$ cat config.mk
export PLATFORM = sky130hd
export DESIGN_NAME = vgaSyncGen_flat
export DESIGN_NICKNAME = d
export VERILOG_FILES = /design/src/hw/vgaPkg.sv /design/src/hw/vgaIfs.sv /design/src/hw/vgaSyncGen.sv /design/src/flat_wrapper.sv
export SDC_FILE = /design/constraint.sdc
export NUM_CORES = 1
export LEC_CHECK = 0
export ABC_AREA = 0
export BUFFER_PORTS_ARGS = -buffer_cell sky130_fd_sc_hd__buf_4
export CORE_ASPECT_RATIO = 0.7
export CORE_MARGIN = 5
export CORE_UTILIZATION = 47
export CTS_CLUSTER_SIZE = 10
export DETAILED_ROUTE_END_ITERATION = 16
export PLACE_DENSITY = 0.74
export SYNTH_ARGS = -nofsm -noshare
export SYNTH_HDL_FRONTEND = slang
export SYNTH_SLANG_ARGS = --single-unit
$ cat constraint.sdc
create_clock -name Clk25 -period 1.7 [get_ports Clk25]
set_input_delay 0.085 -clock Clk25 [delete_from_list [all_inputs] [get_ports Clk25]]
set_output_delay 0.085 -clock Clk25 [all_outputs]
set_load 0.02 [all_outputs]
$ cat src/hw/vgaPkg.sv
// ==========================================================
// Timing, geometry and address constants for the 1 bpp
// frame-buffer controller. Fixed 640x480 at 60 Hz on a 25 MHz
// pixel clock, 4x4 pixel upscale, word-aligned APB addressing
// ==========================================================

package vgaPkg;

    // ==========================================================
    // Horizontal timing, in pixel clocks
    // ==========================================================
    localparam int hDisplay = 640;
    localparam int hFront   = 16;
    localparam int hSyncLen = 96;
    localparam int hBack    = 48;
    // Full line, 800 clocks
    localparam int hTotal   = hDisplay + hFront + hSyncLen + hBack;

    // ==========================================================
    // Vertical timing, in lines
    // ==========================================================
    localparam int vDisplay = 480;
    localparam int vFront   = 10;
    localparam int vSyncLen = 2;
    localparam int vBack    = 33;
    // Full frame, 525 lines
    localparam int vTotal   = vDisplay + vFront + vSyncLen + vBack;

    // ==========================================================
    // Geometry and addressing
    // ==========================================================
    // Screen pixels per stored bit, both directions
    localparam int pixScale     = 4;
    // 160 logical pixels / 32 bits
    localparam int wordsPerLine = 5;
    // 120 logical lines x 5 words
    localparam int fbDepth      = 600;
    localparam int fbAddrW      = 10;
    localparam int apbAddrW     = 12;

    // One buffer word, seen as byte lanes on the CPU side
    // and as a 32-pixel span on the scan side
    typedef union packed {
        logic [3:0][7:0] bytes;
        // Bit n is the n-th pixel from the left
        logic [31:0]     pixels;
    } fbWordT;

endpackage

$ cat src/hw/vgaIfs.sv


// Raster position and syncs, all for the same clock
interface vgaTimingIf ();

    // Active low
    logic       hSyncN;
    logic       vSyncN;
    logic       inDisplay;
    logic [9:0] pixX;
    logic [9:0] pixY;

    modport source (output hSyncN, vSyncN, inDisplay, pixX, pixY);
    modport sink   (input hSyncN, vSyncN, inDisplay, pixX, pixY);

endinterface

$ cat src/hw/vgaSyncGen.sv
// ==========================================================
// Raster counters for 800x525 total, 640x480 visible
// Starts at pixel (0,0) on the first clock out of reset
// Outputs are combinational from the counters
// ==========================================================

`timescale 1ns/1ps

module vgaSyncGen import vgaPkg::*; (
    input logic        Clk25,
    input logic        arstN,
    vgaTimingIf.source timing
);

    logic [9:0] hCount;
    logic [9:0] vCount;
    logic       lineEnd;

    // Last pixel clock of the line
    assign lineEnd = (hCount == 10'(hTotal - 1));

    // ==========================================================
    // Counters
    // ==========================================================
    always_ff @(posedge Clk25 or negedge arstN) begin
        if (!arstN) begin
            hCount <= '0;
            vCount <= '0;
        end else begin
            if (lineEnd) begin
                hCount <= '0;
                // Line wrap moves down one line
                if (vCount == 10'(vTotal - 1)) begin
                    vCount <= '0;
                end else begin
                    vCount <= vCount + 10'd1;
                end
            end else begin
                hCount <= hCount + 10'd1;
            end
        end
    end

    // ==========================================================
    // Decode
    // ==========================================================
    // Sync pulse sits after display plus front porch
    assign timing.hSyncN = !((hCount >= 10'(hDisplay + hFront)) &&
                             (hCount <  10'(hDisplay + hFront + hSyncLen)));
    assign timing.vSyncN = !((vCount >= 10'(vDisplay + vFront)) &&
                             (vCount <  10'(vDisplay + vFront + vSyncLen)));

    assign timing.inDisplay = (hCount < 10'(hDisplay)) && (vCount < 10'(vDisplay));
    assign timing.pixX      = hCount;
    assign timing.pixY      = vCount;

    // Line counter never runs past the wrap point
    hCountRange: assert property (@(posedge Clk25) disable iff (!arstN)
        hCount < 10'(hTotal));

endmodule

$ cat src/flat_wrapper.sv
// flat-port wrapper written by rule: the top's interface ports become plain ports
module vgaSyncGen_flat import vgaPkg::*;
  (Clk25, arstN, timing_hSyncN, timing_vSyncN, timing_inDisplay, timing_pixX, timing_pixY);
  vgaTimingIf timing_i ();
  input logic Clk25;
  input logic arstN;
  output wire logic [$bits(timing_i.hSyncN)-1:0] timing_hSyncN;
  output wire logic [$bits(timing_i.vSyncN)-1:0] timing_vSyncN;
  output wire logic [$bits(timing_i.inDisplay)-1:0] timing_inDisplay;
  output wire logic [$bits(timing_i.pixX)-1:0] timing_pixX;
  output wire logic [$bits(timing_i.pixY)-1:0] timing_pixY;
  assign timing_hSyncN = timing_i.hSyncN;
  assign timing_vSyncN = timing_i.vSyncN;
  assign timing_inDisplay = timing_i.inDisplay;
  assign timing_pixX = timing_i.pixX;
  assign timing_pixY = timing_i.pixY;
  vgaSyncGen u_core (.Clk25(Clk25), .arstN(arstN), .timing(timing_i));
endmodule
==> impl.org <==
** Outcome
- The run finished with clean final reports.

** STA
- Relative slew slack :: 72.94%
- The final hold violation count came to 0.
- At the pin with the least slew margin, the transition time is 402.2 ps.
- Highest clock frequency the design can meet :: 599.0 MHz
- Post-route clock skew :: 3.330 ps
- Setup violations remaining at the end of the flow were counted as 0.
- Number of slew-limit violations in the final report :: 0
- RSZ-0062 raised after global routing :: true
- The worst path needs 1669 ps of the cycle, external delays included.
- Part of the cycle the worst path needs :: 98.20%
- Setup total negative slack on the finished layout was measured at 0 ps.

** Clock tree
- Clock Latency Late Sink :: 310 ps
- Clock transition at the register clock pins on the worst setup and hold paths after CTS :: 120 ps
- Cell at the root of the clock tree :: sky130_fd_sc_hd__clkbuf_4
- Clock tree synthesis found a total of 20 sinks.
- Inserted Clock Buffers :: 3
- Buffers from clock root to sink, at most :: 2
- CTS built an H-tree with a depth of 1.
- TritonCTS built the clock tree.

** Die
- Starting density of the core :: 49.83%
- The floorplan has 14 rows.
- Number of placed I/O pins :: 25
- In this run the horizontal extent of the chip is 67.59 um.
- Die Span Y :: 50.31 um
- Placeable core area :: 2190 um2
- Die area :: 3400 um2

** Setup path
- Slowest-stage cell, CP :: sky130_fd_sc_hd__or3_4
- Along the worst path, the maximum fanout reaches 7.
- STA puts the critical path data required time at 1900 ps.
- Cell family with most CP delay :: simple AND/OR/NAND/NOR gates
- Data arrival at the endpoint of the critical path :: 1870 ps
- Crit Path Class :: flip-flop to flip-flop
- Buf/Inv on CP :: 0
- Walking the worst path, the cells encountered are or3_4, nor4_4, nand3_1, xnor2_1.
- Crit end category :: flip-flop
- Biggest cell delay along the critical path :: 450 ps
- The worst setup path is launched from a flip-flop.

** Synthesis
- Synth Register Bits :: 20
- After technology mapping, the gate count stands at 110.
- Count of warnings emitted by yosys :: 0
- Dividing the synthesized area by the synthesized cell count gives 9.919 um2.
- Synthesized-area fraction occupied by ao, oa, aoi and oai cells :: 2.752%
- Area share of xor/xnor cells in the synthesized design :: 11.24%
- The share of the Yosys chip area taken by registers is 45.87%.
- Combinational family with the most area after synthesis :: simple AND/OR/NAND/NOR gates
- Summing the areas of all and, or, nand and nor instances in the mapped netlist gives 32.45% of the synthesized area.
- Yosys mapped a number of flops with a built-in enable equal to 0.
- For this run, asynchronously set or reset flops after synthesis account for 100.0%.
- The number of nets handed over by synthesis was 116.
- Distinct cell type count after synthesis :: 26
- Multiplexer cells account for 0% of the synthesized area.
- Synthesized cell area :: 1091 um2
- Of the total synthesized cell area, the portion taken by full adders, half adders and majority gates is 4.587%.
- Among all flip-flop cells after synthesis, the most frequent one is sky130_fd_sc_hd__dfrtp_1.

** Place
- The HPWL after detailed placement is 1.942 mm.
- Total of buffers placed on input and output ports :: 24
- RD Place Congestion :: 0.8212
- After detailed placement, the design holds a cell count of 171.
- Summing all placed instances gives a cell area of 1366 um2.

** Run
- Number of violations of the max-capacitance limit :: 0

** Detailed routing
- The detailed router finished its first iteration with 43 violations.
- For this run, design rule violations remaining after detail routing come to 0.
- Before antenna repair, the detailed router went through 4 iterations.
- DRT Wirelength :: 2.624 mm
- Detail Route Antenna Nets :: 0
- Using the TritonRoute via totals, the vias-per-cell ratio works out to 5.240.
- After detailed routing, the average wire length per cell comes to 14.66 um.
- Via Count :: 938

** Global routing
- The initial antenna violation count came to 0.
- Number of global-route vias before repair :: 851
- The first global-routing pass estimated 4.347 mm of wire.
- Maximum number of pins on one net before global-route repair :: 21
- For this run the aggregate overflow at the end of global routing stands at 0.
- Across every metal layer, demand over resource in global routing totals 17.11%.

** Layout
- The library cell used most frequently in the layout, excluding fill and tap cells, is sky130_fd_sc_hd__buf_4.
- After the last flow step, the layout net total stands at 154.
- Area growth from synthesis to final layout :: 33.26%
- Post-layout instance area :: 1454 um2
- Of the cells placed in the final design, the portion with a size suffix greater than 1 is 37.41%.
- Commonest non-fill, non-tap cells in the layout :: sky130_fd_sc_hd__buf_4, sky130_fd_sc_hd__dfrtp_1, sky130_fd_sc_hd__nor2_1
- Final Non-Filler Cells :: 179
- Final-layout fill cell count :: 179
- 0 antenna diodes ended up in the layout.

** Power
- Sequential group share of total power :: 61.4%
- Share of total power in combinational logic :: 1.6%
- Summed over all cells, the static leakage comes to 0.6908 nW.
- In this run the power density over the cells is 532.8 nW/um2.
- Psw :: 165.3 uW
- Total internal power :: 609.4 uW
- In this run, the clock network consumes 37.0% of the power.
- IR analysis of the VDD net gives a maximum drop of 316.4 uV.
- Switching part of the total :: 21.34%

** Worst hold path
- In this run the worst hold path is classified as input port to asynchronous set/reset pin.
## logic make-up after synthesis
logic type,after synthesis
flops,20
xor+xnor,14
buf+inv,7
fa+ha+maj,4
compound gates,5
simple gates,60
## cell type report
type	count	area, um2	share of cell area (%)
Clock buffer	4	36.28	2.496
Multi-Input combinational cell	83	585.6	40.28
Timing Repair Buffer	35	265.3	18.24
Tap cell	32	40.04	2.754
Sequential cell	20	508.0	34.94
Inverter	5	18.77	1.291
## power groups by stage
stage                     Combinational [mW]  Sequential [mW]  Clock [mW]
after floorplan                  0.000000239            0.485           0
after detailed placement              0.0114            0.485           0
after global routing                  0.0148            0.476       0.321
final                                 0.0125            0.475       0.287
after global placement                0.0110            0.485           0
after CTS                             0.0133            0.476       0.290
## through the flow
stage	setup slack (ps)	hold WS (ps)	power [mW]	util [%]
after detailed placement	-94.29	-20.14	0.4961	62.40
after floorplan	-35.69	-210.6	0.4848	-
after CTS	36.28	181.2	0.7789	64.74
after global routing	-34.83	197.3	0.8117	66.40
after global placement	-2.118	-24.02	0.4957	62.40
final	30.65	178.5	0.7746	66.40
## worst reg2reg max path, cell delays in order, from the launching register on
cell,delay (ps)
sky130_fd_sc_hd__dfrtp_2,420
sky130_fd_sc_hd__or3_4,450
sky130_fd_sc_hd__nor4_4,390
sky130_fd_sc_hd__nand3_1,150
sky130_fd_sc_hd__xnor2_1,150
## cell usage after synthesis (all sizes together) (2+ instances only)
| cell type | instances | area, um2 |
|---|---|---|
| or3 | 2 | 12.51 |
| nor3 | 5 | 30.03 |
| and3 | 5 | 33.78 |
| o21ai | 3 | 15.01 |
| xor2 | 6 | 52.55 |
| nand4 | 4 | 25.02 |
| nand2 | 10 | 37.54 |
| nor2 | 13 | 53.80 |
| dfrtp | 20 | 500.5 |
| xnor2 | 8 | 70.07 |
| ha | 4 | 50.05 |
| and2 | 3 | 18.77 |
| inv | 5 | 18.77 |
| nand3 | 10 | 50.05 |
| nor4 | 6 | 73.82 |
## sequential cells by signal, indices dropped and copies added (netlist names)
signal / count
u_core.timing.pixY: 10
u_core.timing.pixX: 10
## final timing paths
check / endpoint / depth (start not counted) / slack [ps] / start
worst max-delay path: u_core.timing.pixY[7]$_DFFE_PN0N_ / 4 / 30 / u_core.timing.pixX[5]$_DFF_PN0_
worst min-delay path: u_core.timing.pixY[0]$_DFFE_PN0N_ / 2 / 180 / arstN
worst max register to register: u_core.timing.pixY[7]$_DFFE_PN0N_ / 4 / 30 / u_core.timing.pixX[5]$_DFF_PN0_
worst min register to register: u_core.timing.pixX[0]$_DFF_PN0_ / 1 / 520 / u_core.timing.pixX[0]$_DFF_PN0_
max in group asynchronous: u_core.timing.pixY[5]$_DFFE_PN0N_ / 2 / 1290 / arstN
min in group Clk25: u_core.timing.pixX[0]$_DFF_PN0_ / 1 / 520 / u_core.timing.pixX[0]$_DFF_PN0_
## layer usage
layer / global-route usage, % / part of all wire [%] / vias up
met5: 0 / 0 / -
met4: 4.040 / 0.50 / 0
met3: 5.580 / 6.1 / 2
met2: 23.26 / 44 / 26
met1: 25.94 / 49 / 453
li1: - / - / 457
## timing repair
action / in CTS / in global routing
resized for setup: 1 / 4
buffers inserted: 0 / 3
cloned: 0 / 0
hold buffers: 1 / 0
pin swaps: 1 / 6
hold endpoints to repair: 20 / 0
endpoints found under the setup margin: 6 / 6
No activity file was read; power rests on OpenSTA's default activity.
