$ cat src/hw/vgaPkg.sv
// ==========================================================
// Timing, geometry and address constants for the 1 bpp
// frame-buffer controller. Fixed 640x480 at 60 Hz on a 25 MHz
// pixel clock, 4x4 pixel upscale, word-aligned APB addressing
// ==========================================================

package vgaPkg;

    // ==========================================================
    // Horizontal timing, in pixel clocks
    // ==========================================================
    localparam int hDisplay = 640;
    localparam int hFront   = 16;
    localparam int hSyncLen = 96;
    localparam int hBack    = 48;
    // Full line, 800 clocks
    localparam int hTotal   = hDisplay + hFront + hSyncLen + hBack;

    // ==========================================================
    // Vertical timing, in lines
    // ==========================================================
    localparam int vDisplay = 480;
    localparam int vFront   = 10;
    localparam int vSyncLen = 2;
    localparam int vBack    = 33;
    // Full frame, 525 lines
    localparam int vTotal   = vDisplay + vFront + vSyncLen + vBack;

    // ==========================================================
    // Geometry and addressing
    // ==========================================================
    // Screen pixels per stored bit, both directions
    localparam int pixScale     = 4;
    // 160 logical pixels / 32 bits
    localparam int wordsPerLine = 5;
    // 120 logical lines x 5 words
    localparam int fbDepth      = 600;
    localparam int fbAddrW      = 10;
    localparam int apbAddrW     = 12;

    // One buffer word, seen as byte lanes on the CPU side
    // and as a 32-pixel span on the scan side
    typedef union packed {
        logic [3:0][7:0] bytes;
        // Bit n is the n-th pixel from the left
        logic [31:0]     pixels;
    } fbWordT;

endpackage

$ cat src/hw/vgaIfs.sv


// Raster position and syncs, all for the same clock
interface vgaTimingIf ();

    // Active low
    logic       hSyncN;
    logic       vSyncN;
    logic       inDisplay;
    logic [9:0] pixX;
    logic [9:0] pixY;

    modport source (output hSyncN, vSyncN, inDisplay, pixX, pixY);
    modport sink   (input hSyncN, vSyncN, inDisplay, pixX, pixY);

endinterface

$ cat src/hw/pixelFetchCtrl.sv
// ==========================================================
// Scan-side fetch: raster position to buffer word and bit
// Outputs lag the timing bus by exactly 2 clocks, with sync
// and colour kept aligned. Blanking forces colour to zero
// ==========================================================

`timescale 1ns/1ps

module pixelFetchCtrl import vgaPkg::*; (
    input  logic               Clk25,
    input  logic               arstN,
    vgaTimingIf.sink           timing,
    output logic [fbAddrW-1:0] scanAddr,
    input  fbWordT             scanData,
    output logic [3:0]         red,
    output logic [3:0]         green,
    output logic [3:0]         blue,
    output logic               hSync,
    output logic               vSync
);

    logic [4:0] bitSel;
    logic [4:0] bitSelQ;
    logic       dispQ;
    logic       hSyncQ;
    logic       vSyncQ;
    logic       pixBit;
    logic [3:0] pixColour;

    // ==========================================================
    // Address generation
    // ==========================================================
    // Row of words times line pitch, plus 128-pixel span index
    // Held at word 0 during blanking
    assign scanAddr = timing.inDisplay ?
                      fbAddrW'((timing.pixY / pixScale) * wordsPerLine +
                               timing.pixX / (32 * pixScale)) :
                      '0;

    // Pixel within the word
    assign bitSel = 5'((timing.pixX / pixScale) % 32);

    // ==========================================================
    // Stage 1, lined up with scanData
    // ==========================================================
    always_ff @(posedge Clk25 or negedge arstN) begin
        if (!arstN) begin
            dispQ  <= 1'b0;
            hSyncQ <= 1'b1;
            vSyncQ <= 1'b1;
        end else begin
            dispQ  <= timing.inDisplay;
            hSyncQ <= timing.hSyncN;
            vSyncQ <= timing.vSyncN;
        end
    end

    // Bit select travels with the data
    always_ff @(posedge Clk25) begin
        bitSelQ <= bitSel;
    end

    // Pick the pixel through the scan view
    assign pixBit = scanData.pixels[bitSelQ];
    // Replicated to full intensity, black while blanking
    assign pixColour = dispQ ? {4{pixBit}} : 4'b0000;

    // ==========================================================
    // Stage 2, output registers
    // ==========================================================
    always_ff @(posedge Clk25 or negedge arstN) begin
        if (!arstN) begin
            red   <= '0;
            green <= '0;
            blue  <= '0;
            hSync <= 1'b1;
            vSync <= 1'b1;
        end else begin
            red   <= pixColour;
            green <= pixColour;
            blue  <= pixColour;
            hSync <= hSyncQ;
            vSync <= vSyncQ;
        end
    end

    // No light outside the visible area
    blankIsBlack: assert property (@(posedge Clk25) disable iff (!arstN)
        !dispQ |=> (red == '0) && (green == '0) && (blue == '0));

endmodule

$ cat src/flat_wrapper.sv
// flat-port wrapper written by rule: the top's interface ports become plain ports
module pixelFetchCtrl_flat import vgaPkg::*;
  (Clk25, arstN, scanAddr, scanData, red, green, blue, hSync, vSync, timing_hSyncN, timing_vSyncN, timing_inDisplay, timing_pixX, timing_pixY);
  vgaTimingIf timing_i ();
  input  logic Clk25;
  input  logic arstN;
  output logic [fbAddrW-1:0] scanAddr;
  input  fbWordT scanData;
  output logic [3:0] red;
  output logic [3:0] green;
  output logic [3:0] blue;
  output logic hSync;
  output logic vSync;
  input wire logic [$bits(timing_i.hSyncN)-1:0] timing_hSyncN;
  input wire logic [$bits(timing_i.vSyncN)-1:0] timing_vSyncN;
  input wire logic [$bits(timing_i.inDisplay)-1:0] timing_inDisplay;
  input wire logic [$bits(timing_i.pixX)-1:0] timing_pixX;
  input wire logic [$bits(timing_i.pixY)-1:0] timing_pixY;
  assign timing_i.hSyncN = timing_hSyncN;
  assign timing_i.vSyncN = timing_vSyncN;
  assign timing_i.inDisplay = timing_inDisplay;
  assign timing_i.pixX = timing_pixX;
  assign timing_i.pixY = timing_pixY;
  pixelFetchCtrl u_core (.Clk25(Clk25), .arstN(arstN), .timing(timing_i), .scanAddr(scanAddr), .scanData(scanData), .red(red), .green(green), .blue(blue), .hSync(hSync), .vSync(vSync));
endmodule
$ cat config.mk
export PLATFORM = sky130hd
export DESIGN_NAME = pixelFetchCtrl_flat
export DESIGN_NICKNAME = d
export VERILOG_FILES = /design/src/hw/vgaPkg.sv /design/src/hw/vgaIfs.sv /design/src/hw/pixelFetchCtrl.sv /design/src/flat_wrapper.sv
export SDC_FILE = /design/constraint.sdc
export NUM_CORES = 1
export LEC_CHECK = 0
export ABC_CLOCK_PERIOD_IN_PS = 2100
export BUFFER_PORTS_ARGS = -buffer_cell sky130_fd_sc_hd__buf_2
export CORE_MARGIN = 2
export CORE_UTILIZATION = 39
export DETAILED_ROUTE_END_ITERATION = 10
export GPL_ROUTABILITY_DRIVEN = 1
export PLACE_DENSITY_LB_ADDON = 0.2
export SKIP_CTS_REPAIR_TIMING = 1
export SLEW_MARGIN = 15
export SYNTH_ARGS = -nofsm -noshare
export SYNTH_HDL_FRONTEND = slang
export SYNTH_SLANG_ARGS = --single-unit
$ cat constraint.sdc
create_clock -name Clk25 -period 2.1 [get_ports Clk25]
set_input_delay 0.105 -clock Clk25 [delete_from_list [all_inputs] [get_ports Clk25]]
set_output_delay 0.105 -clock Clk25 [all_outputs]
set_load 0.02 [all_outputs]
==> results of run 1 <==
## per-layer routing
metal	wire, um	share of wire [%]	vias up
li1	-	-	639
met1	1380	37	634
met2	2060	55	58
met3	237	6.3	6
met4	79	2.1	0
met5	0	0	-
## placed cells by master, fill, tap and decap left out, types with 3 or more instances in the layout
master / count
nor3_1: 4
ha_1: 7
dfstp_2: 4
clkbuf_4: 3
mux2i_1: 6
nor2_1: 4
a21oi_1: 3
dlygate4sd3_1: 8
mux4_1: 8
dfxtp_1: 5
inv_1: 6
ha_4: 16
nand2_1: 3
buf_4: 19
nand3_1: 5
buf_2: 69
nor4_1: 3
buf_6: 3
## critical path: stages
cell and delay [ns]:
buf_8 0.10, ha_4 0.24, ha_4 0.27, inv_2 0.04
fa_2 0.36, nor2b_4 0.13, o21a_1 0.16, o21ai_2 0.10
a2111o_1 0.41, o211ai_1 0.09, buf_4 0.17
## flip-flops by register name, indices dropped and copies added (netlist names)
signal,cells
u_core.bitSelQ,5
u_core.blue,1
u_core.dispQ,1
u_core.hSync,1
u_core.hSyncQ,1
u_core.vSync,1
u_core.vSyncQ,1
## cell type report
type	instances	area (um^2)	area share (%)
multi-input cells	89	1160	54.1
repair buffers	100	617	28.8
inverters	8	30.0	1.40
flip-flops and latches	11	255	11.9
well taps	44	55.1	2.57
clock buffers	4	26.3	1.23
## path summary, 6_finish.rpt
kind | start | end | slack (ns) | cells after the start
worst max-delay path | timing_pixY[4] | scanAddr[7] | -0.18 | 11
worst min-delay path | timing_inDisplay | u_core.dispQ$_DFF_PN0_ | 0.06 | 1
worst max register to register | u_core.bitSelQ[1]$_DFF_P_ | u_core.blue[2]$_DFF_PN0_ | 0.45 | 5
worst min register to register | u_core.vSyncQ$_DFF_PN1_ | u_core.vSync$_DFF_PN1_ | 0.36 | 0
max in group asynchronous | arstN | u_core.hSync$_DFF_PN1_ | 1.72 | 2
min in group asynchronous | arstN | u_core.dispQ$_DFF_PN0_ | 0.17 | 2
## stage by stage
step / std cells / utilization [%] / hold slack, ns / instance area [um^2] / TNS (ns)
after floorplan: 124 / - / -0.191 / 1310 / -0.0913
after global placement: 240 / 55.4 / -0.0748 / 1720 / -1.12
after detailed placement: 240 / 55.4 / -0.0697 / 1720 / -1.36
after CTS: 244 / 56.2 / -0.363 / 1740 / -1.42
after global routing: 256 / 69.0 / 0.0537 / 2140 / -0.851
final: 256 / 69.0 / 0.0555 / 2140 / -0.540
## power groups by stage
stage / clock network, mW / registers (mW) / logic (mW)
detailed placement: 0 / 0.246 / 0.495
global placement: 0 / 0.244 / 0.481
floorplan: 0 / 0.244 / 0.338
global route: 0.167 / 0.245 / 0.724
finish: 0.151 / 0.242 / 0.666
CTS: 0.148 / 0.242 / 0.498
## cells by family after synthesis
group	count (synthesis)
flops	11
fa+ha+maj	24
mux	16
simple gates	30
xor+xnor	2
buf+inv	24
compound gates	17
==> results.md, run 1 <==
Outcome:
- The flow ran to the end, but the final reports show violations.
- The final reports fail on setup timing.

Clock tree:
- CTS placed an instance of clkbuf_4 at the clock tree root.
- The clock input transition at the sequential cells of the worst setup and hold paths is 0.07 ns.
- In this run, CTS created clock tree buffers numbering 3.
- In this run the number of H-tree levels came out at 1.
- TritonCTS built the clock tree.
- For this design, the sink count on the clock tree is 11.
- The later pin in the worst-skew pair is clocked with a latency of 0.28 ns.
- The buffer depth of the longest clock path is 2.

Power:
- In this run the power spent charging and discharging nets is 406 uW.
- The part of the power in registers is 22.8%.
- Across the VDD grid, the largest voltage drop is 0.264 mV.
- For this design the ratio of total power to cell area is 495 mW/mm^2.
- The post-layout total power is 1.06 mW.
- Of the total power, combinational logic draws 62.9%.
- The portion of total power attributed to the clock network is 14.3%.
- The switching power as a share of total power is 38.3%.
- Summed over all cells, the static leakage comes to 1.05 nW.
- The internal cell power is 653 uW.

Timing:
- The final count of pins violating max slew came to 0.
- Setup repair after global routing could not meet its margin everywhere.
- At the pin with the least slew margin, the transition time is 0.454 ns.
- The worst path in the final design needs a cycle of 2.28 ns, including I/O delays and setup.
- Headroom to the max-slew limit came out at 69.7%.
- The number of hold violations in the final report is 0.
- Once routing completed, OpenROAD measured the worst setup slack at -0.180 ns.
- The final critical path takes up 109% of the cycle.
- The clock arrives with 0.000591 ns of skew.
- The count of endpoints failing setup in the final report is 4.
- The highest achievable clock rate is 439 MHz.

Final layout:
- The relative area change from synthesis to final layout is 65.2%.
- After filler insertion, the fill cell instance count of the layout stands at 248.
- The number of antenna cells inserted is 0.
- The final net count is 294.
- The fraction of layout cells with a size suffix above 1 is 60.8%.

Critical path:
- The kind of launch point of the worst setup path is an input port.
- The endpoint class of the critical path is an output pin.
- The critical path required time is 2.00 ns.
- The classification of the worst setup path is in2out.
- Data on the critical path arrives at its endpoint at 2.17 ns.
- The maximum net fanout on the critical path is 3.

Global route:
- The most heavily used metal layer in global routing is met2.
- The maximum number of pins on one net before global-route repair is 13.
- The number of global-route vias before repair is 1264.
- The number of antenna violations at the first check in global routing is 0.
- The total global-route track usage is 18.6%.
- The global route total overflow is 0.
- The first global-routing pass estimated 5170 um of wire.
- The met3 track utilization from global routing is 3.99%.
- Global routing consumed, on the met2 layer, 34.4% of the routing resources.
- The met1 routing resource usage after global routing is 20.3%.

Floorplanning:
- The region available for standard cell placement spans 0.00310 mm^2.
- For this configuration, the core starts out at a cell density of 41.8%.
- During I/O placement, the number of pins put on the boundary was 81.
- The die boundary height is 61.7 um.
- The area of the die is 0.00380 mm^2.
- The width of the chip is 61.7 um.
- The initialized floorplan defines 20 standard-cell rows.

Detailed routing:
- The DRC violation count after routing is 0.
- The remaining antenna violation count is 0.
- After detailed routing, the number of vias per cell comes to 5.22.
- Before antenna repair, the detailed router went through 4 iterations.
- The final routed wirelength across all metal layers is 3760 um.
- The first routing iteration left 50 violations.
- The wire length per cell after detailed routing is 14.7 um.
- The total via count after detailed routing is 1337.

Yosys:
- The synthesized net count is 205.
- The share of the synthesized area in the top cell type is 22.2%.
- The number of synthesized register bits is 11.
- In this run the mean area of a mapped cell was 10.5 um^2.
- The number of distinct library cells after synthesis is 38.
- Of the total synthesized cell area, the portion taken by AND, OR, NAND and NOR gates is 12.7%.
- Counting instances in the post-synthesis netlist gives the leading cell types as ha_1, buf_4, inv_1, mux4_1, mux2i_1.
- The async set-reset flop share out of synthesis is 54.5%.
- The most common cell in the synthesized netlist is ha_1.
- In this run, synthesis inferred 0 flip-flops with an integrated enable.
- In the synthesized netlist, mux cells make up 22.5% of the area.
- The largest area contributor in the netlist is ha_1.
- The xor and xnor area share after synthesis is 1.35%.
- The number of synthesis warnings is 0.
- The fraction of the mapped netlist area in adder cells is 23.7%.
- The sequential cell area fraction in the yosys report is 19.7%.
- The main combinational cell family by area after synthesis is adder cells.
- Synthesis produced 124 cells.
- The compound-gate portion of the synthesized area is 8.49%.
- In this run the cell area of the synthesized design comes to 0.00130 mm^2.
- After synthesis, the cell types taking the most area are ha_1, mux4_1, dfstp_2.
- The predominant post-synthesis flop cell is dfxtp_1.

Hold path:
- The type of the most critical hold path is in2reg.

Place:
- At the end of routability-driven placement, the weighted congestion stood at 0.771.
- Input and output buffers added on the ports amount to 76.
- The final HPWL from detailed placement is 2800 um.
- The worst setup slack after placement is -0.358 ns.

Job:
- The number of max-cap violations is 0.
(Power assumes the default switching activity.)
==> run 2, diff against run 1 <==
- BUFFER_PORTS_ARGS: -buffer_cell sky130_fd_sc_hd__buf_2 -> not set
- CORE_UTILIZATION: 39 -> 54
- DONT_BUFFER_PORTS: not set -> 1
==> results.md, run 2 (same netlist as run 1, synthesis figures left out) <==
Final layout:
- Leaving out fill and tap cells, the most frequent cell in the layout is ha_1.
- u_core.bitSelQ holds more flip-flops than any other register.
- In the layout the commonest cells are ha_1, buf_4, dlygate4sd3_1.
- At the end of the flow, the number of nets in the layout was 217.
- The fraction of layout cells with a size suffix above 1 is 28.9%.
- Cells fill 68.7% of the core in the end.
- The area growth from synthesis to layout is 18.3%.
- The flip-flop count of the largest register, all copies and words added is 5.
- The count of cells in the finished layout, fillers not included, comes to 163.
- The repair_antennas step left the layout with diodes totalling 0.

Clock tree:
- The clock input transition at the sequential cells of the worst setup and hold paths is 0.07 ns.
- The clock passes through at most 2 buffers.
- The H-tree depth is 1.
- Counting the buffers created by CTS gives 3.
- The TritonCTS clock tree is yes.
- The insertion delay to the later sink of the worst-skew pair is 0.26 ns.
- Clock tree synthesis selected as its root buffer the cell clkbuf_4.
- For this design, the sink count on the clock tree is 11.

Detailed routing:
- The wire length per cell after detailed routing is 18.1 um.
- The routed design has 2950 um of wire.
- The remaining antenna violation count is 0.
- The DRC violation count after routing is 0.
- The detail-routed via count per cell is 6.23.
- The DRC marker count from the first detailed-route iteration is 16.
- The number of iterations in the first detailed-routing pass is 4.
- Detailed routing inserted a total of 1015 vias.

Global route:
- The total global-route track usage is 21.2%.
- Global routing finished with a remaining overflow of 0.
- The number of antenna violations at the first check in global routing is 0.
- The first global-routing pass estimated 4240 um of wire.
- The number of global-route vias before repair is 957.
- The maximum number of pins on one net before global-route repair is 13.

Place:
- The number of placed instances, taps included, is 150.
- The HPWL after detailed placement is 2340 um.
- The count of input and output buffers is 0.
- Prior to clock tree synthesis, the placed netlist has a worst setup slack of -0.154 ns.
- The congestion estimate from routability-driven global placement came to 0.770.

Timing:
- The final-layout setup total negative slack is -0.0377 ns.
- The final count of pins violating max slew was 0.
- The final cycle utilization of the critical path is 102%.
- The count of endpoints failing setup in the final report is 1.
- The highest achievable clock rate is 468 MHz.
- The shortest period the worst path allows is 2.14 ns.
- The worst clock skew on the final layout is 0.00168 ns.
- The setup slack of the critical path after layout is -0.0377 ns.
- Measured against its own limit, the worst slew margin works out to 50.8%.
- Setup repair after global routing could not meet its margin everywhere.
- For the pin with the worst max-slew slack, the measured transition is 0.726 ns.
- The number of hold violations in the final report is 0.

Power:
- Combinational cells account for 54.6% of the total power.
- IR analysis of the VDD net gives a maximum drop of 0.466 mV.
- The total power density per cell area is 541 mW/mm^2.
- The switching power as a share of total power is 38.1%.
- The portion of total power attributed to the clock network is 16.5%.
- The analysis attributes to cell leakage a power of 0.692 nW.
- The post-layout total power is 830 uW.
- Sequential cells account for 28.9% of the total power.
- The reported net switching power is 317 uW.
- Cell internal power was estimated by the tool at 514 uW.

Critical path:
- The critical path required time is 2.00 ns.
- The signal on the critical path passes through ha_4 > ha_4 > inv_2 > fa_2 > nor2b_2 > o21a_1 > o21ai_2 > a2111o_1 > o211ai_1 > buf_4.
- The endpoint class of the critical path is an output pin.
- The most numerous cell type found on the critical path is ha_4.
- The critical register-to-register path startpoint is u_core.bitSelQ[1]$_DFF_P_.
- The number of cells on the worst reg-to-reg path is 5.
- The setup check on the worst reg-to-reg path leaves a slack of 0.46 ns.
- For this design, the slowest cell found on the critical path is a2111o_1.
- The number of buffers and inverters on the critical path is 2.
- Among cell families on the critical path, the largest total delay comes from adder cells.
- The worst setup path is launched from an input port.
- The destination of the worst register-to-register timing path is u_core.blue[2]$_DFF_PN0_.
- The maximum net fanout on the critical path is 3.
- The largest single stage delay on the critical path is 0.41 ns.
- The classification of the worst setup path is in2out.
- Data arrives at the worst endpoint at 2.03 ns.

Outcome:
- The run finished, with violations left.
- The final reports fail on setup timing.

Floorplanning:
- The die boundary height is 53.0 um.
- The die covers 0.00281 mm^2.
- 81 I/O pins were placed.
- The core area is 0.00223 mm^2.
- The initial core utilization is 58.0%.
- The floorplan has 17 rows.
- From left edge to right edge, the die measures 53.0 um.

Job:
- The number of max-cap violations is 0.

Hold path:
- The worst hold path belongs to the class in2async.
run 2: changes by cell type in the layout (fill, tap and decap cells not counted), moves of 3 or more:
cell,before,now
buf_2,69,0
buf_4,19,14
buf_6,3,0
ha_1,7,17
ha_4,16,6
run 2: through the flow:
step | hold slack [ns] | cell area (um^2)
final | 0.141 | 1530
after global placement | -0.190 | 1330
after global routing | 0.139 | 1530
after detailed placement | -0.190 | 1330
after CTS | -0.483 | 1360
after floorplan | -0.191 | 1310
run 2: area by class of cell:
type | count | area (um^2)
repair buffers | 23 | 195
clock buffers | 4 | 26.3
fillers | 178 | 699
inverters | 8 | 30.0
well taps | 28 | 35.0
flip-flops and latches | 11 | 256
multi-input cells | 89 | 991
run 2: power groups by stage:
stage	Sequential (mW)	Clock, mW	Combinational, mW
4_1_cts	0.240	0.145	0.404
2_1_floorplan	0.244	0	0.338
3_5_place_dp	0.244	0	0.402
3_3_place_gp	0.243	0	0.396
6_report	0.240	0.137	0.453
5_1_grt	0.242	0.157	0.496
run 2: worst max-delay path by stage:
stage,start,to,depth (start not counted),slack (ns)
3_3_place_gp,timing_pixY[2],scanAddr[7],10,-0.13
2_1_floorplan,timing_pixY[2],scanAddr[7],9,-0.04
6_report,timing_pixY[4],scanAddr[7],10,-0.04
4_1_cts,timing_pixY[2],scanAddr[7],10,-0.16
3_5_place_dp,timing_pixY[2],scanAddr[7],10,-0.15
5_1_grt,timing_pixY[4],scanAddr[7],8,-0.11
run 2: worst register-to-register path, stage by stage (launching register included):
cell and delay, ns:
dfxtp_1 0.51, mux4_1 0.60, mux2i_1 0.15, mux2i_1 0.12, nand3b_1 0.11, nand2_1 0.05
run 2: routing by layer:
metal	share of wire, %	vias up	track usage (%)
li1	-	488	-
met1	36	489	21.7
met2	56	34	40.2
met3	6.1	4	3.11
met5	0	-	0
met4	1.6	0	12.0
