[src/hw/vgaPkg.sv]
// ==========================================================
// Timing, geometry and address constants for the 1 bpp
// frame-buffer controller. Fixed 640x480 at 60 Hz on a 25 MHz
// pixel clock, 4x4 pixel upscale, word-aligned APB addressing
// ==========================================================

package vgaPkg;

    // ==========================================================
    // Horizontal timing, in pixel clocks
    // ==========================================================
    localparam int hDisplay = 640;
    localparam int hFront   = 16;
    localparam int hSyncLen = 96;
    localparam int hBack    = 48;
    // Full line, 800 clocks
    localparam int hTotal   = hDisplay + hFront + hSyncLen + hBack;

    // ==========================================================
    // Vertical timing, in lines
    // ==========================================================
    localparam int vDisplay = 480;
    localparam int vFront   = 10;
    localparam int vSyncLen = 2;
    localparam int vBack    = 33;
    // Full frame, 525 lines
    localparam int vTotal   = vDisplay + vFront + vSyncLen + vBack;

    // ==========================================================
    // Geometry and addressing
    // ==========================================================
    // Screen pixels per stored bit, both directions
    localparam int pixScale     = 4;
    // 160 logical pixels / 32 bits
    localparam int wordsPerLine = 5;
    // 120 logical lines x 5 words
    localparam int fbDepth      = 600;
    localparam int fbAddrW      = 10;
    localparam int apbAddrW     = 12;

    // One buffer word, seen as byte lanes on the CPU side
    // and as a 32-pixel span on the scan side
    typedef union packed {
        logic [3:0][7:0] bytes;
        // Bit n is the n-th pixel from the left
        logic [31:0]     pixels;
    } fbWordT;

endpackage

[src/hw/vgaIfs.sv]
// ==========================================================
// Internal links: buffer access port and raster timing bus
// wrEn and rdEn are mutually exclusive; rData one clock late
// ==========================================================

`timescale 1ns/1ps

// CPU-side access port of the frame buffer
interface fbWrIf import vgaPkg::*; ();

    logic               wrEn;
    logic               rdEn;
    logic [fbAddrW-1:0] addr;
    // Byte enables, one per lane
    logic [3:0]         strb;
    fbWordT             wData;
    // Valid the clock after rdEn
    fbWordT             rData;

    modport master (output wrEn, rdEn, addr, strb, wData, input rData);
    modport memory (input wrEn, rdEn, addr, strb, wData, output rData);

endinterface


[src/hw/apbFbSlave.sv]
// ==========================================================
// APB3 slave onto the frame buffer with PSTRB on writes
// Word-aligned addresses only and PADDR[1:0] ignored
// Writes and errors complete with no wait state
// Reads take one wait state
// ==========================================================

`timescale 1ns/1ps

module apbFbSlave import vgaPkg::*; (
    input  logic                Clk25,
    input  logic                arstN,
    input  logic                PSEL,
    input  logic                PENABLE,
    input  logic                PWRITE,
    input  logic [apbAddrW-1:0] PADDR,
    input  logic [31:0]         PWDATA,
    input  logic [3:0]          PSTRB,
    output logic [31:0]         PRDATA,
    output logic                PREADY,
    output logic                PSLVERR,
    fbWrIf.master               wr
);

    logic setupPhase;
    logic addrOk;
    logic rdPend;

    // ==========================================================
    // Decode
    // ==========================================================
    // Setup cycle of a transfer
    assign setupPhase = PSEL && !PENABLE;
    // Inside the 600-word window
    assign addrOk = (PADDR < apbAddrW'(4 * fbDepth));

    // Byte address to word index
    assign wr.addr  = PADDR[apbAddrW-1:2];
    assign wr.strb  = PSTRB;
    assign wr.wData = PWDATA;

    // Memory strobes fire once at the end of setup
    assign wr.wrEn = setupPhase && PWRITE && addrOk;
    assign wr.rdEn = setupPhase && !PWRITE && addrOk;

    // ==========================================================
    // Response
    // ==========================================================
    always_ff @(posedge Clk25 or negedge arstN) begin
        if (!arstN) begin
            rdPend  <= 1'b0;
            PREADY  <= 1'b0;
            PSLVERR <= 1'b0;
            PRDATA  <= '0;
        end else begin
            // Response lasts one clock
            PREADY  <= 1'b0;
            PSLVERR <= 1'b0;
            rdPend  <= 1'b0;
            if (rdPend) begin
                // Memory data is back so finish the read
                PREADY <= 1'b1;
                PRDATA <= wr.rData;
            end else if (setupPhase) begin
                if (wr.rdEn) begin
                    // Wait for the buffer
                    rdPend <= 1'b1;
                end else begin
                    // Write or bad address finishes in first access cycle
                    PREADY  <= 1'b1;
                    PSLVERR <= !addrOk;
                    PRDATA  <= '0;
                end
            end
        end
    end

    // Bus protocol from the master side
    penableNeedsPsel: assert property (@(posedge Clk25) disable iff (!arstN)
        PENABLE |-> PSEL);

endmodule

[src/flat_wrapper.sv]
// flat-port wrapper written by rule: the top's interface ports become plain ports
module apbFbSlave_flat import vgaPkg::*;
  (Clk25, arstN, PSEL, PENABLE, PWRITE, PADDR, PWDATA, PSTRB, PRDATA, PREADY, PSLVERR, wr_wrEn, wr_rdEn, wr_addr, wr_strb, wr_wData, wr_rData);
  fbWrIf wr_i ();
  input  logic Clk25;
  input  logic arstN;
  input  logic PSEL;
  input  logic PENABLE;
  input  logic PWRITE;
  input  logic [apbAddrW-1:0] PADDR;
  input  logic [31:0] PWDATA;
  input  logic [3:0] PSTRB;
  output logic [31:0] PRDATA;
  output logic PREADY;
  output logic PSLVERR;
  output wire logic [$bits(wr_i.wrEn)-1:0] wr_wrEn;
  output wire logic [$bits(wr_i.rdEn)-1:0] wr_rdEn;
  output wire logic [$bits(wr_i.addr)-1:0] wr_addr;
  output wire logic [$bits(wr_i.strb)-1:0] wr_strb;
  output wire logic [$bits(wr_i.wData)-1:0] wr_wData;
  input wire logic [$bits(wr_i.rData)-1:0] wr_rData;
  assign wr_wrEn = wr_i.wrEn;
  assign wr_rdEn = wr_i.rdEn;
  assign wr_addr = wr_i.addr;
  assign wr_strb = wr_i.strb;
  assign wr_wData = wr_i.wData;
  assign wr_i.rData = wr_rData;
  apbFbSlave u_core (.Clk25(Clk25), .arstN(arstN), .PSEL(PSEL), .PENABLE(PENABLE), .PWRITE(PWRITE), .PADDR(PADDR), .PWDATA(PWDATA), .PSTRB(PSTRB), .PRDATA(PRDATA), .PREADY(PREADY), .PSLVERR(PSLVERR), .wr(wr_i));
endmodule
[config.mk]
export PLATFORM = sky130hd
export DESIGN_NAME = apbFbSlave_flat
export DESIGN_NICKNAME = d
export VERILOG_FILES = /design/src/hw/vgaPkg.sv /design/src/hw/vgaIfs.sv /design/src/hw/apbFbSlave.sv /design/src/flat_wrapper.sv
export SDC_FILE = /design/constraint.sdc
export NUM_CORES = 1
export LEC_CHECK = 0
export BUFFER_PORTS_ARGS = -buffer_cell sky130_fd_sc_hd__buf_4
export CAP_MARGIN = 25
export CORE_MARGIN = 4
export CORE_UTILIZATION = 38
export DETAILED_ROUTE_END_ITERATION = 7
export GPL_ROUTABILITY_DRIVEN = 0
export HOLD_SLACK_MARGIN = 0.05
export PLACE_DENSITY = 0.89
export SKIP_CTS_REPAIR_TIMING = 1
export SYNTH_ARGS = -nofsm -noshare
export SYNTH_HDL_FRONTEND = slang
export SYNTH_SLANG_ARGS = --single-unit
[constraint.sdc]
create_clock -name Clk25 -period 1.42 [get_ports Clk25]
set_clock_uncertainty 0.1 [all_clocks]
set_input_delay 0.142 -clock Clk25 [delete_from_list [all_inputs] [get_ports Clk25]]
set_output_delay 0.142 -clock Clk25 [all_outputs]
set_load 0.02 [all_outputs]
==> metrics list, run 1 <==
- Switch share: 26.4%
- Along the worst path, the maximum fanout reaches 4.
* Final Setup Violations: 0
- For this configuration, the core starts out at a cell density of 40.0%.
* Max Slew Vio Count: 0
- Setup repair after global routing missed its margin: no
* VDD IR max: 0.881 mV
- STA classifies the critical path endpoint as an output port.
- The path class of the tightest hold or removal check is input port to flip-flop.
* Max-cap violations: 0
* Period utilisation layout: 91.9%
* Synth top area share: 45.8%
* Total power density per cell area: 1130 nW/um^2
- After detailed routing, the total wire length is 4.27 mm.
- Setup slack closes at 0.115 ns.
- In the routed design, unresolved DRC markers number 0.
* Worst slew slack as a fraction of its limit: 70.8%
- Global routing consumed, on the met2 layer, 23.9% of the routing resources.
* Synth top area cells: dfrtp_1 46%, buf_4 18%, mux2i_1 17%
- The clock period could shrink to 1.31 ns.
- In this run the critical register-to-register path is launched from u_core.rdPend.
- Final non-filler cell area: 2540 um^2
- The worst setup path is launched from an input port.
- Final Hold Fails: 0
* Number of H-tree levels: 2
- The first routing iteration left 37 violations.
- The routed layout has 1410 vias.
* Setup Crit Path Kind: input port to output port
* Number of buffers on the longest clock path: 2
- Entering global routing, the biggest net connects 36 pins.
- Including well taps, the total number of placed cells is 275.
- Number of cell instances on the worst register-to-register path: 3
- The count of cells in the finished layout, fillers not included, comes to 295.
* Share of the yosys chip area belonging to registers: 45.8%
- The worst register-to-register path ends at u_core.PRDATA[18].
- Fraction of power consumed by combinational cells: 23.3%
* Cell internal pwr: 2.12 mW
- Aggregate global-route resource usage: 13.4%
* CTS sink count: 35
- Core area: 4790 um^2
- In this run the register-to-register setup slack is 0.17 ns.
- For this run, global-route usage on met1 was measured as 14.5%.
* Clock group share of total power: 36.9%
* Synthesized area divided by synthesized cell count: 11.1 um^2
- Dividing the detail-routed wire length by the instance count gives 14.5 um.
* Clock tree from TritonCTS: yes
* Routed Antenna Nets: 0
- In the final design database the tool counted 312 nets.
* Worst slew pin tran: 0.438 ns
- The repair_antennas step left the layout with diodes totalling 0.
- Worst-path clk slew: 0.07 ns
* Static leakage: 1.22 nW
- The startpoint identified for the worst hold timing path is wr_rData[26].
- Cell area after synthesis: 1910 um^2
- Relative to the synthesized area, the layout overhead comes to 32.8%.
- Detailed placement ended at an HPWL of 3.19 mm.
- For met3 alone, demand over resource in global routing was 5.10%.
- Counting instances, the worst hold path has a depth of 3.
- Vertical die dimension: 79.0 um
* Iteration count of the initial detailed-routing pass: 4
- Worst endpoint required time: 1.18 ns
- Using the TritonRoute via totals, the vias-per-cell ratio works out to 4.78.
- Fill cell instance count of the final layout: 437
* Routing layer with the top usage in global route: met2
- Based on the critical path, the design can be clocked at up to 0.766 GHz.
* I/O pin count: 167
* Net count after synthesis: 258
* Worst Hold Path EP: u_core.PRDATA[26]
- The floorplan step defined a die boundary enclosing 6230 um^2.
- Buffers inserted during clock tree synthesis total 5.
- Buffers on Ports: 86
- Sequential share of power: 39.8%
- The run finished with clean final reports.
- In this run the core area contains 25 standard-cell rows.
* Root Driver: clkbuf_8
- Synthesis handed over a netlist of 173 instances.
- The initial antenna violation count was 0.
- Synthesis instantiated 19 different standard cells from the library.
- Via count of the first global-routing pass: 1414
- Worst slack, placed: 0.0152 ns
* Chip Width: 79.0 um
* Synthesis warning total: 0
* Final sum of negative setup slack: 0 ns
- For the worst setup path, the data arrival time is 1.06 ns.
* Share of layout cells above drive strength 1: 47.8%
* Switching power: 0.759 mW
- The first global-routing pass estimated 6.68 mm of wire.
- In the layout the commonest cells are 89 x buf_4, 34 x dfrtp_1, 32 x a21oi_1, 32 x mux2i_1, 12 x dlygate4sd3_1.
- After synthesis the netlist holds a flip-flop and latch count of 35.
- Cell type with the highest aggregate area in the netlist: dfrtp_1
- Most common library cell in the layout ignoring fill and taps: buf_4
* Global-route congestion overflow total: 0
* Worst skew pair latency: 0.28 ns
- Post-placement cell area: 2280 um^2
==> power by group through the flow <==
stage | Sequential [mW] | Combinational [mW] | Clock [mW]
after floorplan | 1.28 | 0.372 | 0
after global placement | 1.16 | 0.635 | 0
after detailed placement | 1.16 | 0.654 | 0
after CTS | 1.15 | 0.655 | 1.09
after global routing | 1.16 | 0.726 | 1.14
final | 1.15 | 0.672 | 1.06
==> worst max-delay path, stage by stage <==
cell and delay, ns:
buf_4 0.12, a21oi_2 0.18, o21ai_2 0.10, a2111oi_2 0.32, buf_4 0.20
==> stage by stage <==
| step | hold WS [ns] | power, mW | util [%] |
|---|---|---|---|
| floorplan | -0.254 | 1.65 | - |
| CTS | -0.294 | 2.90 | 50.5 |
| finish | 0.0409 | 2.88 | 53.1 |
| global route | 0.0544 | 3.03 | 53.1 |
| global placement | 0.00833 | 1.80 | 47.7 |
| detailed placement | 0.0251 | 1.82 | 47.7 |
==> metal layers <==
metal,vias to the layer above,share of wire (%)
met5,-,0
met4,0,1.3
met3,15,9.6
met2,64,53
met1,679,36
li1,652,-
==> kinds of logic after synthesis <==
group	share of synthesized area [%]
DFF	45.8
muxes	16.7
buffers and inverters	22.8
and+or+nand+nor	2.49
AOI/OAI and AO/OA	12.2
==> sequential cells by signal, indices dropped and copies added (netlist names) <==
name and count:
u_core.PRDATA 32, u_core.PREADY 1, u_core.PSLVERR 1, u_core.rdPend 1
==> Yosys cell counts <==
cell and number:
buf_4 46, dfrtp_1 35, a21oi_1 32, mux2i_1 32
buf_2 4, buf_6 4, a21oi_2 3, inv_1 3
nand2_1 3, clkbuf_4 2, a2111oi_2 1, a21o_2 1
and3_2 1, nor2_1 1, nor2b_1 1, nor3b_4 1
o211ai_2 1, o21ai_0 1, o21ai_1 1
==> final cells by class <==
class                      instances  area, um^2  area share [%]
clock buffer                       5        68.8            2.71
inverter                           3        11.3           0.443
sequential                        35         877            34.5
timing repair buffer             103         828            32.6
tap                               67        83.8            3.30
multi-input combinational         79         604            23.8
clock inverter                     3        67.6            2.66
==> worst max path at each step <==
stage          startpoint      end  slack [ns]  depth (start not counted)
6_report         PADDR[5]  wr_rdEn        0.11                          5
3_5_place_dp     PADDR[5]  wr_rdEn        0.02                          5
2_1_floorplan    PADDR[5]  wr_rdEn        0.13                          3
4_1_cts          PADDR[5]  wr_rdEn       0.007                          5
3_3_place_gp     PADDR[5]  wr_rdEn        0.04                          5
5_1_grt          PADDR[5]  wr_rdEn        0.03                          5
Power figures use the tool's default switching activity.
==> run 2, diff against run 1 <==
--- a/config.mk
+++ b/config.mk
@@ -8,11 +8,11 @@
 export BUFFER_PORTS_ARGS = -buffer_cell sky130_fd_sc_hd__buf_4
 export CAP_MARGIN = 25
 export CORE_MARGIN = 4
-export CORE_UTILIZATION = 38
+export CORE_UTILIZATION = 35
 export DETAILED_ROUTE_END_ITERATION = 7
 export GPL_ROUTABILITY_DRIVEN = 0
 export HOLD_SLACK_MARGIN = 0.05
-export PLACE_DENSITY = 0.89
+export PLACE_DENSITY = 0.83
 export SKIP_CTS_REPAIR_TIMING = 1
 export SYNTH_ARGS = -nofsm -noshare
 export SYNTH_HDL_FRONTEND = slang
==> run 2 against run 1 <==
  * Worst hold slack got worse by 0.00085 ns
  * Register-to-register slack got worse by 0.02 ns
  * Sequential cell count unchanged
  * Highest routed layer unchanged
  * Largest cell class unchanged
  * Global-route usage decreased by 1.9 points
  * Final cell count increased by 1.4%
  * Via count decreased by 1.6%
  * Critical endpoint unchanged
  * Non-clock buffer count increased by 1
==> metrics list, run 2 (synthesized netlist as in run 1, its figures left out) <==
- The timing-limited maximum frequency was 0.740 GHz (-3.4%).
* Setup repair after global routing missed its margin: no
- Period utilisation layout: 95.2% (+3.3 points)
- Result of the run: finished clean
- In this design, the critical path's most frequently occurring cell is buf_4.
- The required time reported for the critical path endpoint is 1.18 ns (about the same).
- The number of remaining DRC errors came to 0 (unchanged).
* Crit path capture type: output port
- The number of max-capacitance violations reported was 0 (unchanged).
- CTS sink count: 35 (unchanged)
- The measured slew at the worst slew-check pin is 0.439 ns (+0.000690 ns).
- The power after layout came to 2.58 mW (-10%).
- Antenna Diode Count: 0 (unchanged)
* Number of cell instances on the worst register-to-register path: 3 (unchanged)
- Number of vias after detailed routing: 1388 (-1.6%)
* Area grow syn2layout: 30.5%
- Number of design-rule violations left by the first detailed-router iteration: 16 (-57%)
- Counting flops per register, the top entry is u_core.PRDATA.
- The startpoint identified for the worst register-to-register timing path is u_core.rdPend.
- Register cell area after layout: 877 um^2 (unchanged)
- Largest incremental delay on the critical path: 0.37 ns (+0.05 ns)
- Chip Width: 81.9 um (+3.8%)
* Site Rows: 26 (+4.0%)
* Crit path max-delay cell type: a2111oi_2
- Root Driver: clkbuf_8
* Worst Hold Path EP: u_core.PRDATA[24]
* Final Hold Fails: 0 (unchanged)
- Critical Path, Cell by Cell: buf_4 -> a21oi_2 -> o21ai_1 -> a2111oi_2 -> buf_4
* Worst slack, placed: 0.0670 ns (+0.0518 ns)
- Largest net degree at the start of global routing: 36 (unchanged)
- The reported leakage power was 1.21 nW (-0.85%).
* Hold wc startpoint: wr_rData[24]
- Iteration count of the initial detailed-routing pass: 4 (unchanged)
* Nets: 313 (+0.32%)
* Number of placed instances with taps included: 280 (+1.8%)
- The count of final max-slew check failures came to 0 (unchanged).
* Hpwl dp: 3.06 mm (-4.3%)
* Vias per inst: 4.64 (-2.9%)
- Most common library cell in the layout ignoring fill and taps: buf_4
- VDD IR max: 0.429 mV (-51%)
- Final setup slack of the worst path: 0.0679 ns (-0.0466 ns)
- Highest net fanout along the worst path: 4 (unchanged)
* Via count of the first global-routing pass: 1305 (-7.7%)
- Average routed wire per standard cell: 13.7 um (-5.2%)
* Arrival time reported for the critical path endpoint: 1.11 ns (+0.05 ns)
- Total power density per cell area: 1030 nW/um^2 (-8.8%)
- The number of flip-flops in the largest register was 32 (unchanged).
* Global-route congestion overflow total: 0 (unchanged)
- Most frequent cells in the layout: 92 x buf_4, 34 x dfrtp_1, 32 x a21oi_1, 32 x mux2i_1, 11 x dlygate4sd3_1
* Worst skew pair latency: 0.28 ns (about the same)
- Vertical die dimension: 81.9 um (+3.8%)
* Clock tree from TritonCTS: yes
- Fin cells: 299 (+1.4%)
- The endpoint identified for the worst register-to-register timing path is u_core.PRDATA[19].
* Launching instance or port of the critical path: PADDR[5]
- The total I/O pin count came to 167 (unchanged).
- Detailed-route wire length: 4.10 mm (-3.9%)
* Starting Density: 36.8% (-3.2 points)
- Fill cell instance count of the final layout: 492 (+13%)
- The post-CTS clock slew at the launch and capture registers of the worst setup and hold paths was 0.07 ns (about the same).
* Sort of element at the start of the critical path: input port
* Final Setup Violations: 0 (unchanged)
- Number of buffers on the longest clock path: 2 (unchanged)
- Final sum of negative setup slack: 0 ns (unchanged)
* Min cycle time layout: 1.35 ns (+0.0466 ns)
* Footprint of the multi-input gates: 601 um^2 (-0.62%)
- The worst-case hold slack came to 0.0400 ns (-0.000849 ns).
- The initial antenna violation count came to 0 (unchanged).
- The worst hold path stage count came to 3 (unchanged).
- Routed Antenna Nets: 0 (unchanged)
- Kind of path behind the tightest hold check: input port to flip-flop
- Aggregate global-route resource usage: 11.5% (-1.9 points)
* Buffers on Ports: 86 (unchanged)
- Register-to-register setup slack: 0.15 ns (-0.02 ns)
- The worst slew margin relative to its limit was 70.7% (about the same).
- Core area: 5200 um^2 (+8.8%)
- Number of buffers created by CTS: 5 (unchanged)
- The ratio of cells with drive above 1 in the final layout came to 47.6% (-0.21 points).
- The area of the die is 6710 um^2 (+7.7%).
* Setup Crit Path Kind: input port to output port
- Wire length of the first global-routing pass: 5.82 mm (-13%)
* Number of H-tree levels: 2 (unchanged)
-- run 2: cell count changes in the layout (fill, tap and decap cells not counted), sizes merged --
cell         previous run  this run
buf                    91        93
clkinvlp                1         0
clkbuf                  5         8
bufinv                  2         0
dlygate4sd3            12        11
-- run 2: layout make-up --
class	instances	share of cell area (%)
sequential	35	35.1
clock buffer	8	4.01
multi-input combinational	79	24.0
tap	70	3.51
inverter	3	0.451
timing repair buffer	104	32.9
-- run 2: report_power, final --
group | switching (mW) | internal (mW) | leakage, nW | total (mW)
combinational | 0.344 | 0.325 | 0.687 | 0.669
clock | 0.326 | 0.442 | 0.0515 | 0.768
sequential | 0.0504 | 1.09 | 0.470 | 1.14
-- run 2: worst max-delay path: cells and delay by family --
| kind | cells | cell delay (ns) |
|---|---|---|
| AO/OA/AOI/OAI | 3 | 0.65 |
| buffers and inverters | 2 | 0.32 |
-- run 2: worst max path at each step --
stage	cells past startpoint	to	slack [ns]
floorplan	3	wr_rdEn	0.13
global placement	5	wr_rdEn	0.05
detailed placement	5	wr_rdEn	0.07
CTS	5	wr_rdEn	0.06
global route	5	wr_rdEn	0.01
finish	5	wr_rdEn	0.07
-- run 2: layer usage --
| metal | global-route usage [%] | share of wire, % | vias up |
|---|---|---|---|
| met4 | 6.64 | 2.4 | 0 |
| met5 | 0 | 0 | - |
| met2 | 20.1 | 49 | 74 |
| li1 | - | - | 655 |
| met1 | 12.2 | 39 | 641 |
| met3 | 3.51 | 10 | 18 |
-- run 2: per-stage QoR --
| stage | instance area (um^2) | util, % |
|---|---|---|
| 6_report | 2500 | 48.0 |
| 5_1_grt | 2500 | 48.0 |
| 4_1_cts | 2390 | 45.9 |
| 3_5_place_dp | 2290 | 43.9 |
| 3_3_place_gp | 2290 | 43.9 |
| 2_1_floorplan | 1910 | - |
==> run 3, diff against run 2 <==
--- a/config.mk
+++ b/config.mk
@@ -5,14 +5,14 @@
 export SDC_FILE = /design/constraint.sdc
 export NUM_CORES = 1
 export LEC_CHECK = 0
-export BUFFER_PORTS_ARGS = -buffer_cell sky130_fd_sc_hd__buf_4
 export CAP_MARGIN = 25
 export CORE_MARGIN = 4
 export CORE_UTILIZATION = 35
 export DETAILED_ROUTE_END_ITERATION = 7
+export DONT_BUFFER_PORTS = 1
 export GPL_ROUTABILITY_DRIVEN = 0
 export HOLD_SLACK_MARGIN = 0.05
-export PLACE_DENSITY = 0.83
+export PLACE_DENSITY = 0.57
 export SKIP_CTS_REPAIR_TIMING = 1
 export SYNTH_ARGS = -nofsm -noshare
 export SYNTH_HDL_FRONTEND = slang
==> run 3 against run 2 <==
  * Total power fell by 7.6%
  * Die area unchanged
  * Fmax increased by 4.3%
  * Utilization shrank 7.5 points
  * Clock-buffer cell count stayed put
  * Global-route usage is 0.14 points lower
  * Setup slack improved by 0.056 ns
  * Combinational power is 52% lower
  * Critical path depth shrank 1
  * Sequential share of layout area grew 6.5 points
  * Worst hold slack gained 0.098 ns
  * Critical path type is now flip-flop to flip-flop
  * Highest routed layer unchanged
==> metrics list, run 3 (synthesized netlist as in run 1, its figures left out) <==
- Static leakage: 0.889 nW (-26%)
* Number of design-rule violations left by the first detailed-router iteration: 19 (+3)
- The core region area came to 5200 um^2 (unchanged).
- STA classifies the critical path startpoint as a flip-flop.
- Worst endpoint required time: 1.51 ns (+0.33 ns)
- Fill cell instance count of the final layout: 495 (+0.61%)
- The count of vias placed by the detailed router came to 1258 (-9.4%).
- Floorplan die area: 6710 um^2 (unchanged)
- Buffers on Ports: 0 (-100%)
- The run finished with clean final reports.
- Clock tree from TritonCTS: yes
- The worst hold path stage count was 4 (+1).
* Chip Width: 81.9 um (unchanged)
* Final Hold Fails: 0 (unchanged)
- The total I/O pin count came to 167 (unchanged).
* Min cycle time layout: 1.30 ns (-0.0560 ns)
- Antenna Diode Count: 0 (unchanged)
- Wire length of the first global-routing pass: 5.73 mm (-1.5%)
- F_max: 0.772 GHz (+4.3%)
- The post-CTS clock slew at the launch and capture registers of the worst setup and hold paths is 0.07 ns (about the same).
- Final setup slack of the worst path: 0.124 ns (+0.0560 ns)
- The final count of negative-setup-slack endpoints came to 0 (unchanged).
- Number of antenna violations at the first check in global routing: 0 (unchanged)
* Detailed-route wire length: 4.43 mm (+8.1%)
- The number of remaining DRC errors is 0 (unchanged).
* Largest incremental delay on the critical path: 0.43 ns (+0.06 ns)
- Most common library cell in the layout ignoring fill and taps: dlygate4sd3_1
- The length of the first detailed-routing pass in iterations came to 4 (unchanged).
- Critical Path, Cell by Cell: nor3b_4 -> buf_4 -> nand2_1 -> a21oi_1
* Max Slew Vio Count: 0 (unchanged)
- Period utilisation layout: 91.3% (-3.9 points)
- The die boundary height came to 81.9 um (unchanged).
- VDD IR max: 0.413 mV (-3.9%)
- Worst slew slack as a fraction of its limit: 65.6% (-5.2 points)
- Number of placed instances with taps included: 194 (-31%)
* Arrival time reported for the critical path endpoint: 1.39 ns (+0.28 ns)
- Worst Hold Path EP: u_core.rdPend
- Kind of path behind the tightest hold check: input port to flip-flop
- The ratio of cells with drive above 1 in the final layout came to 14.2% (-33 points).
- The starting density of the core came to 36.8% (unchanged).
- The detailed placer's ending HPWL is 3.07 mm (+0.35%).
- Nets: 253 (-19%)
* Number of H-tree levels: 2 (unchanged)
* Worst skew pair latency: 0.28 ns (about the same)
- Vias per inst: 5.26 (+13%)
- The largest net degree at the start of global routing came to 36 (unchanged).
- Total power density per cell area: 1130 nW/um^2 (+9.4%)
* Number of buffers created by CTS: 5 (unchanged)
* Setup repair after global routing missed its margin: no
* Via count of the first global-routing pass: 1231 (-5.7%)
- Highest net fanout along the worst path: 16 (+12)
- Aggregate global-route resource usage: 11.4% (-0.14 points)
* Final sum of negative setup slack: 0 ns (unchanged)
- Routed Antenna Nets: 0 (unchanged)
- The post-placement worst setup slack is 0.0825 ns (+0.0155 ns).
- The area occupied by multi-input gates came to 601 um^2 (unchanged).
* Global-route congestion overflow total: 0 (unchanged)
- Root Driver: clkbuf_8
- R2R Path Start: u_core.rdPend
- The worst-case clock buffer depth was 2 (unchanged).
- Hold wc startpoint: PENABLE
- The worst setup path is of the flip-flop to flip-flop kind.
- Site Rows: 26 (unchanged)
- Most frequent cells in the layout: 36 x dlygate4sd3_1, 34 x dfrtp_1, 32 x a21oi_1, 32 x mux2i_1
- Crit path capture type: flip-flop
- Critical register-to-register path endpoint: u_core.rdPend
- The measured slew at the worst slew-check pin was 0.518 ns (+0.0789 ns).
- Max-cap violations: 0 (unchanged)
- Register cell area after layout: 877 um^2 (unchanged)
* CTS sink count: 35 (unchanged)
* Number of cell instances on the worst register-to-register path: 4 (+1)
- Largest reg by FF count: u_core.PRDATA
- The number of flip-flops in the largest register is 32 (unchanged).
- Register-to-register setup slack: 0.12 ns (-0.03 ns)
- From synthesis to final layout, the design area changed by 10.3%.
- Fraction of the core area covered by cells at the end of the flow: 40.5% (-7.5 points)
* Average routed wire per standard cell: 18.5 um (+35%)
- Fin cells: 239 (-20%)
- On the critical path, the stage with the largest delay is an instance of dfrtp_2.
[run 3: layout make-up]
type,instances,share of cell area [%]
multi-input combinational,79,28.5
sequential,35,41.6
inverter,3,0.534
timing repair buffer,44,20.5
tap,70,4.15
clock buffer,8,4.74
[run 3: through the flow]
step	cell area, um^2	hold slack [ns]	power [mW]
floorplan	1910	-0.254	1.65
global placement	1630	-0.253	1.50
detailed placement	1630	-0.253	1.52
CTS	1730	-0.563	2.31
global route	2110	0.148	2.50
finish	2110	0.138	2.38
[run 3: worst max path at each step]
stage	from	endpoint	slack, ns	cells after the start
floorplan	PADDR[5]	wr_rdEn	0.13	3
global placement	u_core.rdPend	u_core.PSLVERR	0.20	3
detailed placement	PADDR[5]	wr_rdEn	0.08	4
CTS	PADDR[5]	wr_rdEn	0.08	4
global route	PADDR[5]	wr_rdEn	0.03	4
finish	u_core.rdPend	u_core.rdPend	0.12	4
[run 3: layer usage]
layer | up-vias | wire [um] | part of all wire (%) | global-route usage, %
met5 | - | 0 | 0 | 0
met4 | 0 | 168 | 3.8 | 6.64
met3 | 27 | 528 | 12 | 6.69
met2 | 86 | 2190 | 49 | 19.5
met1 | 615 | 1540 | 35 | 10.4
li1 | 530 | - | - | -
[run 3: worst max-delay path, delay by kind of cell (launching register included)]
kind	cells	cell delay [ns]
DFF	1	0.43
and+or+nand+nor	2	0.28
AOI/OAI and AO/OA	1	0.15
buffers and inverters	1	0.24
[run 3: report_power, final]
| group | internal [mW] | total, mW | switching (mW) |
|---|---|---|---|
| Combinational | 0.164 | 0.321 | 0.157 |
| Clock | 0.442 | 0.776 | 0.334 |
| Sequential | 1.09 | 1.29 | 0.194 |
| Total | 1.70 | 2.38 | 0.684 |
